[src/include/div_settings.svh]
`ifndef DIV_SETTINGS_SVH
`define DIV_SETTINGS_SVH

// operand width
`define DIV_XLEN 32

// quotient bits retired per iteration cycle
`define DIV_BITS_PER_CYCLE 4

// iteration cycles per divide
`define DIV_ITER_CYCLES (`DIV_XLEN / `DIV_BITS_PER_CYCLE)

// wide enough to hold DIV_ITER_CYCLES
`define DIV_CNT_W 4

`endif

[src/div_types_pkg.sv]
package div_types_pkg;

    typedef enum logic [2:0] {
        IDLE     = 3'd0,
        ITER     = 3'd1,
        CORRECT  = 3'd2, // final remainder restore
        SIGN_FIX = 3'd3,
        DONE     = 3'd4
    } div_state_e;

    typedef enum logic [1:0] {
        CASE_NORMAL   = 2'd0,
        CASE_DIV_ZERO = 2'd1,
        CASE_OVERFLOW = 2'd2, // most negative / -1
        CASE_SMALL    = 2'd3  // unsigned, divisor > dividend
    } div_case_e;

endpackage

[src/mdu_op_pkg.sv]
package mdu_op_pkg;

    // RV32M divide group
    typedef enum logic [1:0] {
        OP_DIV  = 2'd0,
        OP_DIVU = 2'd1,
        OP_REM  = 2'd2,
        OP_REMU = 2'd3
    } md_op_e;

endpackage
[src/div_ctrl_if.sv]
`timescale 1ns/1ps

interface div_ctrl_if;
    import div_types_pkg::*;

    logic      load;     // latch operands or special result
    logic      iterate;  // four non-restoring steps
    logic      correct;  // remainder restore, last quotient bit
    logic      sign_fix;
    logic      done;     // result valid for this cycle
    div_case_e div_case; // class of the current inputs

    modport ctrl (
        output load,
        output iterate,
        output correct,
        output sign_fix,
        output done,
        input  div_case
    );

    modport dp (
        input  load,
        input  iterate,
        input  correct,
        input  sign_fix,
        output div_case
    );

endinterface

[src/div_ctrl.sv]
`timescale 1ns/1ps

module div_ctrl (
    input  logic       clk_i,
    input  logic       rst_i,
    input  logic       start_i,
    input  logic       cnt_last_i,
    output logic       cnt_load_o,
    output logic       cnt_dec_o,
    div_ctrl_if.ctrl   bus
);
    import div_types_pkg::*;

    div_state_e state_q;
    div_state_e state_d;

    always_ff @(posedge clk_i) begin
        if (!rst_i) begin
            state_q <= IDLE;
        end else begin
            state_q <= state_d;
        end
    end

    always_comb begin
        state_d      = state_q;
        cnt_load_o   = 1'b0;
        cnt_dec_o    = 1'b0;
        bus.load     = 1'b0;
        bus.iterate  = 1'b0;
        bus.correct  = 1'b0;
        bus.sign_fix = 1'b0;
        bus.done     = 1'b0;

        case (state_q)
            IDLE: begin
                if (start_i) begin
                    bus.load   = 1'b1;
                    cnt_load_o = 1'b1;
                    if (bus.div_case == CASE_NORMAL) begin
                        state_d = ITER;
                    end else begin
                        state_d = DONE; // result already loaded
                    end
                end
            end
            ITER: begin
                bus.iterate = 1'b1;
                cnt_dec_o   = 1'b1;
                if (cnt_last_i) begin
                    state_d = CORRECT;
                end
            end
            CORRECT: begin
                bus.correct = 1'b1;
                state_d     = SIGN_FIX;
            end
            SIGN_FIX: begin
                bus.sign_fix = 1'b1;
                state_d      = DONE;
            end
            DONE: begin
                bus.done = 1'b1; // single cycle ready
                state_d  = IDLE;
            end
            default: begin
                state_d = IDLE;
            end
        endcase
    end

endmodule

[src/div_datapath.sv]
`timescale 1ns/1ps
`include "div_settings.svh"

module div_datapath (
    input  logic                  clk_i,
    input  logic                  rst_i,
    input  mdu_op_pkg::md_op_e    op_i,
    input  logic [`DIV_XLEN-1:0]  dividend_i,
    input  logic [`DIV_XLEN-1:0]  divisor_i,
    output logic [`DIV_XLEN-1:0]  result_o,
    div_ctrl_if.dp                bus
);
    import div_types_pkg::*;
    import mdu_op_pkg::*;

    logic                 op_signed;
    logic                 op_rem;
    div_case_e            op_case;
    logic [`DIV_XLEN-1:0] dvd_mag;
    logic [`DIV_XLEN-1:0] dvs_mag;

    logic                 is_signed_q;
    logic                 rem_sel_q;
    logic                 sign_a_q;    // dividend sign
    logic                 sign_b_q;    // divisor sign
    logic [`DIV_XLEN:0]   acc_q;       // partial remainder, one extra sign bit
    logic [`DIV_XLEN-1:0] quo_q;
    logic [`DIV_XLEN-1:0] dvs_q;       // divisor magnitude

    logic [`DIV_XLEN:0]   acc_nxt;
    logic [`DIV_XLEN-1:0] quo_nxt;

    assign op_signed = (op_i == OP_DIV) || (op_i == OP_REM);
    assign op_rem    = (op_i == OP_REM) || (op_i == OP_REMU);

    assign dvd_mag = (op_signed && dividend_i[`DIV_XLEN-1]) ? -dividend_i : dividend_i;
    assign dvs_mag = (op_signed && divisor_i[`DIV_XLEN-1]) ? -divisor_i : divisor_i;

    always_comb begin
        if (divisor_i == '0) begin
            op_case = CASE_DIV_ZERO;
        end else if (op_signed && dividend_i == {1'b1, {(`DIV_XLEN-1){1'b0}}}
                     && divisor_i == '1) begin
            op_case = CASE_OVERFLOW;
        end else if (!op_signed && divisor_i > dividend_i) begin
            op_case = CASE_SMALL;
        end else begin
            op_case = CASE_NORMAL;
        end
    end

    assign bus.div_case = op_case;

    // quotient bit of each step comes from the sign before it
    always_comb begin
        logic               neg_v;
        logic [`DIV_XLEN:0] sh_v;

        acc_nxt = acc_q;
        quo_nxt = quo_q;
        for (int i = 0; i < `DIV_BITS_PER_CYCLE; i++) begin
            neg_v   = acc_nxt[`DIV_XLEN];
            sh_v    = {acc_nxt[`DIV_XLEN-1:0], quo_nxt[`DIV_XLEN-1]};
            quo_nxt = {quo_nxt[`DIV_XLEN-2:0], ~neg_v};
            acc_nxt = neg_v ? sh_v + {1'b0, dvs_q} : sh_v - {1'b0, dvs_q};
        end
    end

    always_ff @(posedge clk_i) begin
        if (!rst_i) begin
            is_signed_q <= 1'b0;
            rem_sel_q   <= 1'b0;
            sign_a_q    <= 1'b0;
            sign_b_q    <= 1'b0;
            acc_q       <= '0;
            quo_q       <= '0;
        end else if (bus.load) begin
            is_signed_q <= op_signed;
            rem_sel_q   <= op_rem;
            sign_a_q    <= dividend_i[`DIV_XLEN-1];
            sign_b_q    <= divisor_i[`DIV_XLEN-1];
            case (op_case)
                CASE_DIV_ZERO: begin
                    quo_q <= '1;
                    acc_q <= {1'b0, dividend_i};
                end
                CASE_OVERFLOW: begin
                    quo_q <= dividend_i;
                    acc_q <= '0;
                end
                CASE_SMALL: begin
                    quo_q <= '0;
                    acc_q <= {1'b0, dividend_i};
                end
                default: begin
                    quo_q <= dvd_mag;
                    acc_q <= '0;
                end
            endcase
        end else if (bus.iterate) begin
            acc_q <= acc_nxt;
            quo_q <= quo_nxt;
        end else if (bus.correct) begin
            if (acc_q[`DIV_XLEN]) begin
                acc_q <= acc_q + {1'b0, dvs_q};
            end
            quo_q <= {quo_q[`DIV_XLEN-2:0], ~acc_q[`DIV_XLEN]};
        end else if (bus.sign_fix && is_signed_q) begin
            if (sign_a_q ^ sign_b_q) begin
                quo_q <= -quo_q;
            end
            if (sign_a_q) begin
                acc_q <= {1'b0, -acc_q[`DIV_XLEN-1:0]}; // remainder follows dividend
            end
        end
    end

    always_ff @(posedge clk_i) begin
        if (bus.load) begin
            dvs_q <= dvs_mag;
        end
    end

    assign result_o = rem_sel_q ? acc_q[`DIV_XLEN-1:0] : quo_q;

endmodule

[src/div_iter_counter.sv]
`timescale 1ns/1ps
`include "div_settings.svh"

module div_iter_counter (
    input  logic clk_i,
    input  logic rst_i,
    input  logic cnt_load_i,
    input  logic cnt_dec_i,
    output logic cnt_last_o
);

    logic [`DIV_CNT_W-1:0] cnt_q;

    always_ff @(posedge clk_i) begin
        if (!rst_i) begin
            cnt_q <= '0;
        end else if (cnt_load_i) begin
            cnt_q <= `DIV_CNT_W'(`DIV_ITER_CYCLES);
        end else if (cnt_dec_i && cnt_q != '0) begin
            cnt_q <= cnt_q - 1'b1;
        end
    end

    // final iterate cycle in progress
    assign cnt_last_o = (cnt_q == `DIV_CNT_W'(1));

endmodule

[src/div_unit_top.sv]
`timescale 1ns/1ps
`include "div_settings.svh"

module div_unit_top (
    input  logic                 clk_i,
    input  logic                 rst_i,
    input  logic                 start_i,
    input  mdu_op_pkg::md_op_e   op_i,
    input  logic [`DIV_XLEN-1:0] dividend_i,
    input  logic [`DIV_XLEN-1:0] divisor_i,
    output logic [`DIV_XLEN-1:0] result_o,
    output logic                 ready_o
);

    logic cnt_load;
    logic cnt_dec;
    logic cnt_last;

    div_ctrl_if u_bus ();

    div_ctrl u_ctrl (
        .clk_i      (clk_i),
        .rst_i      (rst_i),
        .start_i    (start_i),
        .cnt_last_i (cnt_last),
        .cnt_load_o (cnt_load),
        .cnt_dec_o  (cnt_dec),
        .bus        (u_bus.ctrl)
    );

    div_iter_counter u_cnt (
        .clk_i      (clk_i),
        .rst_i      (rst_i),
        .cnt_load_i (cnt_load),
        .cnt_dec_i  (cnt_dec),
        .cnt_last_o (cnt_last)
    );

    div_datapath u_dp (
        .clk_i      (clk_i),
        .rst_i      (rst_i),
        .op_i       (op_i),
        .dividend_i (dividend_i),
        .divisor_i  (divisor_i),
        .result_o   (result_o),
        .bus        (u_bus.dp)
    );

    assign ready_o = u_bus.done;

endmodule

[config.mk]
export PLATFORM = sky130hd
export DESIGN_NAME = div_unit_top
export DESIGN_NICKNAME = d
export VERILOG_FILES = /design/src/div_types_pkg.sv /design/src/mdu_op_pkg.sv /design/src/div_ctrl_if.sv /design/src/div_ctrl.sv /design/src/div_datapath.sv /design/src/div_iter_counter.sv /design/src/div_unit_top.sv
export VERILOG_INCLUDE_DIRS = /design/src /design/src/include
export SDC_FILE = /design/constraint.sdc
export NUM_CORES = 1
export LEC_CHECK = 0
export BUFFER_PORTS_ARGS = -buffer_cell sky130_fd_sc_hd__buf_2
export CORE_ASPECT_RATIO = 1.1
export CORE_MARGIN = 5
export CORE_UTILIZATION = 55
export DETAILED_ROUTE_END_ITERATION = 7
export GPL_ROUTABILITY_DRIVEN = 0
export GPL_TIMING_DRIVEN = 0
export HOLD_SLACK_MARGIN = 0.12
export PLACE_DENSITY = 0.72
export SLEW_MARGIN = 0
export SYNTH_ARGS = -nofsm -noshare
export SYNTH_HDL_FRONTEND = slang
export SYNTH_HIERARCHICAL = 1
export SYNTH_SLANG_ARGS = --single-unit
[constraint.sdc]
create_clock -name clk_i -period 16.4 [get_ports clk_i]
set_input_delay 1.64 -clock clk_i [delete_from_list [all_inputs] [get_ports clk_i]]
set_output_delay 1.64 -clock clk_i [all_outputs]
set_load 0.02 [all_outputs]
==> impl_metrics.tcl, run 1 <==
set metrics [dict create \
    clk_latency_ps 360 \
    yosysTopAreaCell "ha_1" \
    numCtsBuffers 9 \
    grt_max_degree 35 \
    slew_headroom 0.0273 \
    cpMaxStageDelayCell "fa_1" \
    antenna_left 0 \
    min_from "u_dp/is_signed_q$_SDFFE_PN0P_" \
    io_pins 102 \
    antenna_found_initial 0 \
    async_flop_share 0 \
    cp_slowest_stage_delay_ps 520 \
    syn_inst 2512 \
    die_w_um 186 \
    hp-class "reg -> reg" \
    fin_util 0.609 \
    die-area_mm2 0.0378 \
    fp.coreArea_mm2 0.0334 \
    row_count 70 \
    tns_ps 0 \
    holdPathEnd "u_dp/is_signed_q$_SDFFE_PN0P_" \
    fmax_mhz 62.9 \
    dp_hpwl_um 56200 \
    rsz0062_at_grt "no" \
    synth_top_area_frac 0.134 \
    cts_htree_levels 3 \
    cts_tree "done" \
    avgRoutedWirePerCell_um 22.6 \
    grt_pass1_wl_um 105000 \
    r2r.worst_path.cells 59 \
    yosys_warnings 6 \
    cts_root_buffer "clkbuf_16" \
    rrSetupSlack_ps 500 \
    wl_um 69500 \
    grt_pass1_vias 19400 \
    syn_avg_cell_area_um2 7.44 \
    route.detailed.drc 0 \
    path_max_fanout 10 \
    cts_max_path_buffers 2 \
    viasPerCell 6.58 \
    timing.critical_path.from "u_dp/dvs_q[4]$_DFFE_PP_" \
    via_count 20200 \
    status "finished clean" \
    synth_nets 2786 \
    antennaDiodeCount 0 \
    cap_violations 0 \
    grtUsageTotal 0.353 \
    nNetsFinal 2908 \
    numPortBuffers 100 \
    fin_cells 3071 \
    hold_violations 0 \
    r2r-end "u_dp/acc_q[22]$_SDFFE_PN0P_" \
    worst_slew_pin_slew_ps 1450 \
    synth_area_mm2 0.0187 \
    synth_seq_cells 108 \
    ys.flop_type "dfxtp_1" \
    netlist_top_cells_area "ha_1 (13%), xnor2_1 (10%), dfxtp_1 (8.1%), xor2_1 (6.7%), a21oi_1 (5.8%)" \
    drt_first_pass_iters 6 \
    min_period_over_period 0.970 \
    seq_area_frac_synth 0.133 \
    die_h_um 203 \
    area_growth_pct 8.84 \
    yosysUniqueCellTypes 98 \
    drt-initial-drc-count 2250 \
    slew_violations 0 \
    finalSetupViolations 0 \
    synth_edf_count 32 \
    start_kind "register" \
    critical_path_required_ps 16650 \
    layout-drive-gt1-share 0.0875 \
    layout_min_cycle_time_ps 15900 \
    placed_cells 3044 \
    grt_remaining_overflow 0 \
    clk_pin_slew_ps 70 \
    skew_ps 9.37 \
    hold_depth 1 \
    cts_sinks 108 \
    reg2reg_from "u_dp/dvs_q[4]$_DFFE_PP_" \
    initial_core_util 0.560 \
    worstPathArrival_ps 16150 \
    cp-end-kind "register" \
    worstSetupPathType "reg -> reg" \
]
metrics by stage:
step           hold WS (ps)  setup slack [ps]  cell area [um^2]
6_report                513               496             20300
2_1_floorplan           464              2310             18700
5_1_grt                 533              34.6             20300
4_1_cts                 513              53.2             20200
3_5_place_dp            496             -2330             19700
3_3_place_gp            479             -2110             19700
worst max-delay path, delay by kind of cell (launching register included):
kind | cells | cell delay, ps
AOI/OAI and AO/OA | 25 | 6070
muxes | 1 | 400
buffers and inverters | 4 | 1000
and+or+nand+nor | 18 | 4320
xor gates and xnor gates | 7 | 1740
DFF | 1 | 460
adders and majority gates | 4 | 1760
how the worst max path moves through the flow:
stage / slack [ps] / endpoint
final: 500 / u_dp/acc_q[22]$_SDFFE_PN0P_
after global routing: 30 / u_dp/acc_q[32]$_SDFFE_PN0P_
after CTS: 50 / u_dp/acc_q[32]$_SDFFE_PN0P_
after detailed placement: -2330 / u_dp/acc_q[32]$_SDFFE_PN0P_
after global placement: -2110 / u_dp/acc_q[32]$_SDFFE_PN0P_
after floorplan: 2310 / u_dp/acc_q[32]$_SDFFE_PN0P_
timing repair:
action	in CTS	in global routing
hold buffers	0	0
setup endpoints to repair	32	25
setup buffers	4	8
gates resized for setup	27	23
pin swaps	3	7
cell usage after synthesis (all sizes together), types with 15 or more instances:
| library cell | count |
|---|---|
| nand2 | 178 |
| xor2 | 144 |
| o21ai | 169 |
| a221oi | 37 |
| o21bai | 31 |
| nand3 | 41 |
| a31oi | 31 |
| a21o | 106 |
| a21oi | 217 |
| a211oi | 31 |
| ha | 200 |
| o31ai | 23 |
| or3 | 19 |
| inv | 86 |
| clkbuf | 112 |
| nor2b | 27 |
| nor4 | 29 |
| nand4 | 37 |
| nand2b | 51 |
| buf | 20 |
| nor2 | 235 |
| o21a | 26 |
| nor3 | 72 |
| dfxtp | 76 |
| o211ai | 15 |
| edfxtp | 32 |
| mux2 | 32 |
| xnor2 | 219 |
logic make-up (layout without fill, tap and decap cells):
kind of cell    count (synthesis)  after routing  share of synthesized area
xor+xnor                      366            366                      0.175
mux                            40             40                     0.0238
simple gates                  773            773                      0.203
fa+ha+maj                     205            205                      0.139
flops                         108            108                      0.133
compound gates                801            801                      0.280
buf+inv                       219            346                     0.0461
layer usage:
| layer | track usage | wire, um | up-vias |
|---|---|---|---|
| met1 | 0.431 | 26400 | 9231 |
| li1 | - | - | 9465 |
| met3 | 0.0474 | 6370 | 322 |
| met2 | 0.573 | 30900 | 1193 |
| met4 | 0.239 | 5850 | 0 |
| met5 | 0 | 0 | - |
layout by cell type, fill, tap and decap left out, types with 66 or more instances in the layout:
cell type,count
xnor2_1,215
a21o_1,105
dfxtp_1,76
a21oi_1,212
clkbuf_1,107
xor2_1,142
ha_1,200
nor2_1,235
buf_2,106
o21ai_0,161
nor3_1,66
nand2_1,178
inv_1,86
sequential cells by signal (all words and copies together) (netlist names):
name              cells
u_dp/sign_a_q         1
u_cnt/cnt_q           4
u_dp/sign_b_q         1
u_dp/rem_sel_q        1
u_ctrl/state_q        3
u_dp/quo_q           32
u_dp/acc_q           33
u_dp/dvs_q           32
u_dp/is_signed_q      1
layout make-up:
cell class                      instances  area (um^2)
Clock buffer                           11          243
Multi-Input combinational cell       2185        15600
Sequential cell                       108         2480
Inverter                               87          327
Buffer                                131          543
Tap cell                              432          541
Fill cell                            3115        13000
Timing Repair Buffer                  112          591
Clock inverter                          5         51.3
Power of run 1 is not shown: default switching activity piles up to over one toggle a cycle in this logic, so the estimate is an artifact.
==> inputs of run 2 (changes only) <==
Settings changed: PLACE_DENSITY 0.72 to 0.73.
==> run 2 against run 1 <==
Cell count barely moved. Cell area barely moved. Hold slack got worse by 9.8 ps. Utilization barely moved. Die area did not move. Sequential cell count did not move.
==> impl_metrics.tcl, run 2 (synthesis results as in run 1) <==
set metrics [dict create \
    clk_pin_slew_ps 70 \
    cts_tree "done" \
    row_count 70 \
    fin_cells 3070 \
    top_register "u_dp/acc_q" \
    min_from "u_cnt/cnt_q[2]$_SDFFE_PP0P_" \
    drt-initial-drc-count 2273 \
    clk_latency_ps 360 \
    cp_slowest_stage_delay_ps 520 \
    cap_violations 0 \
    crit_top_cell "a21oi_1" \
    r2r.worst_path.cells 63 \
    numCtsBuffers 9 \
    worstPathArrival_ps 16140 \
    cts_max_path_buffers 2 \
    reg2reg_from "u_dp/dvs_q[4]$_DFFE_PP_" \
    area_growth_pct 8.93 \
    grt_remaining_overflow 0 \
    tns_ps 0 \
    antenna_found_initial 1 \
    placed_area_mm2 0.0197 \
    antenna_left 0 \
    multiInputGateArea_mm2 0.0156 \
    status "finished clean" \
    via_count 20300 \
    die_w_um 186 \
    layout-drive-gt1-share 0.0876 \
    grt_pass1_wl_um 106000 \
    fmax_mhz 63.0 \
    regArea_mm2 0.00248 \
    final_common_cell "nor2_1" \
    nNetsFinal 2907 \
    final_cell_mix "nor2_1 (234), xnor2_1 (215), a21oi_1 (213)" \
    reg_top3 "u_dp/acc_q: 33 flops, u_dp/dvs_q: 32 flops, u_dp/quo_q: 32 flops" \
    initial_core_util 0.560 \
    worstSetupPathType "reg -> reg" \
    cpMaxStageDelayCell "fa_1" \
    fill_cells 3052 \
    hold_slack_ps 503 \
    die-area_mm2 0.0378 \
    min_period_over_period 0.967 \
    hold_depth 2 \
    start_kind "register" \
    viasPerCell 6.61 \
    avgRoutedWirePerCell_um 22.8 \
    grt_pass1_vias 19600 \
    wl_um 69800 \
    grtUsageTotal 0.354 \
    slew_headroom 0.0721 \
    cts_root_buffer "clkbuf_16" \
    cts_htree_levels 3 \
    dp_hpwl_um 56200 \
    largest_register_ffs 33 \
    hold_violations 0 \
    die_h_um 203 \
    path_max_fanout 10 \
    cp-end-kind "register" \
    r2r-end "u_dp/acc_q[32]$_SDFFE_PN0P_" \
    holdPathEnd "u_cnt/cnt_q[2]$_SDFFE_PP0P_" \
    fp.coreArea_mm2 0.0334 \
    rrSetupSlack_ps 540 \
    placed_cells 3044 \
    skew_ps 13.4 \
    drt_first_pass_iters 7 \
    grt_max_degree 35 \
    worst_slew_pin_slew_ps 1380 \
    finalSetupViolations 0 \
    antennaDiodeCount 0 \
    slew_violations 0 \
    numPortBuffers 100 \
    stdcell_area_mm2 0.0204 \
    layout_min_cycle_time_ps 15860 \
    cts_sinks 108 \
    route.detailed.drc 0 \
    io_pins 102 \
    critical_path_required_ps 16680 \
    hp-class "reg -> reg" \
]
==> run 2: area by class of cell <==
cell class,instances,area share
plain buffers,129,0.0264
clock buffers,13,0.0128
clock inverters,3,0.000922
inverters,87,0.0160
multi-input cells,2185,0.765
flip-flops and latches,108,0.122
well taps,432,0.0266
repair buffers,113,0.0300
==> run 2: metal layers <==
layer	track usage	part of all wire	vias to the layer above
met5	0	0	-
met4	0.236	0.080	0
met3	0.0478	0.095	317
met2	0.576	0.45	1245
met1	0.434	0.38	9285
li1	-	-	9461
==> run 2: timing repair <==
item / in CTS / in global routing
setup buffers: 4 / 9
resized for setup: 27 / 25
hold buffers: 0 / 0
setup endpoints to repair: 32 / 24
pin swaps: 3 / 4
==> run 2: metrics by stage <==
step | setup slack [ps] | util
CTS | 75.6 | 0.605
finish | 538 | 0.610
global placement | -2110 | 0.591
floorplan | 2310 | -
detailed placement | -2230 | 0.591
global route | -98.5 | 0.610
==> run 2: worst max path at each step <==
stage | endpoint | cells after the start | slack (ps) | from
6_report | u_dp/acc_q[32]$_SDFFE_PN0P_ | 63 | 540 | u_dp/dvs_q[4]$_DFFE_PP_
5_1_grt | u_dp/acc_q[32]$_SDFFE_PN0P_ | 61 | -100 | u_dp/dvs_q[4]$_DFFE_PP_
4_1_cts | u_dp/acc_q[32]$_SDFFE_PN0P_ | 63 | 80 | u_dp/dvs_q[4]$_DFFE_PP_
3_5_place_dp | u_dp/acc_q[32]$_SDFFE_PN0P_ | 59 | -2230 | u_dp/dvs_q[4]$_DFFE_PP_
3_3_place_gp | u_dp/acc_q[32]$_SDFFE_PN0P_ | 59 | -2110 | u_dp/dvs_q[4]$_DFFE_PP_
2_1_floorplan | u_dp/acc_q[32]$_SDFFE_PN0P_ | 59 | 2310 | u_dp/dvs_q[3]$_DFFE_PP_
==> run 2: critical path: cells and delay by family, from the launching register on <==
kind,cells,cell delay [ps]
and+or+nand+nor,17,4000
xor gates and xnor gates,9,1960
muxes,1,400
buffers and inverters,7,1510
AOI/OAI and AO/OA,25,5620
DFF,1,470
adders and majority gates,4,1770
Power of run 2 is left out for the same reason.
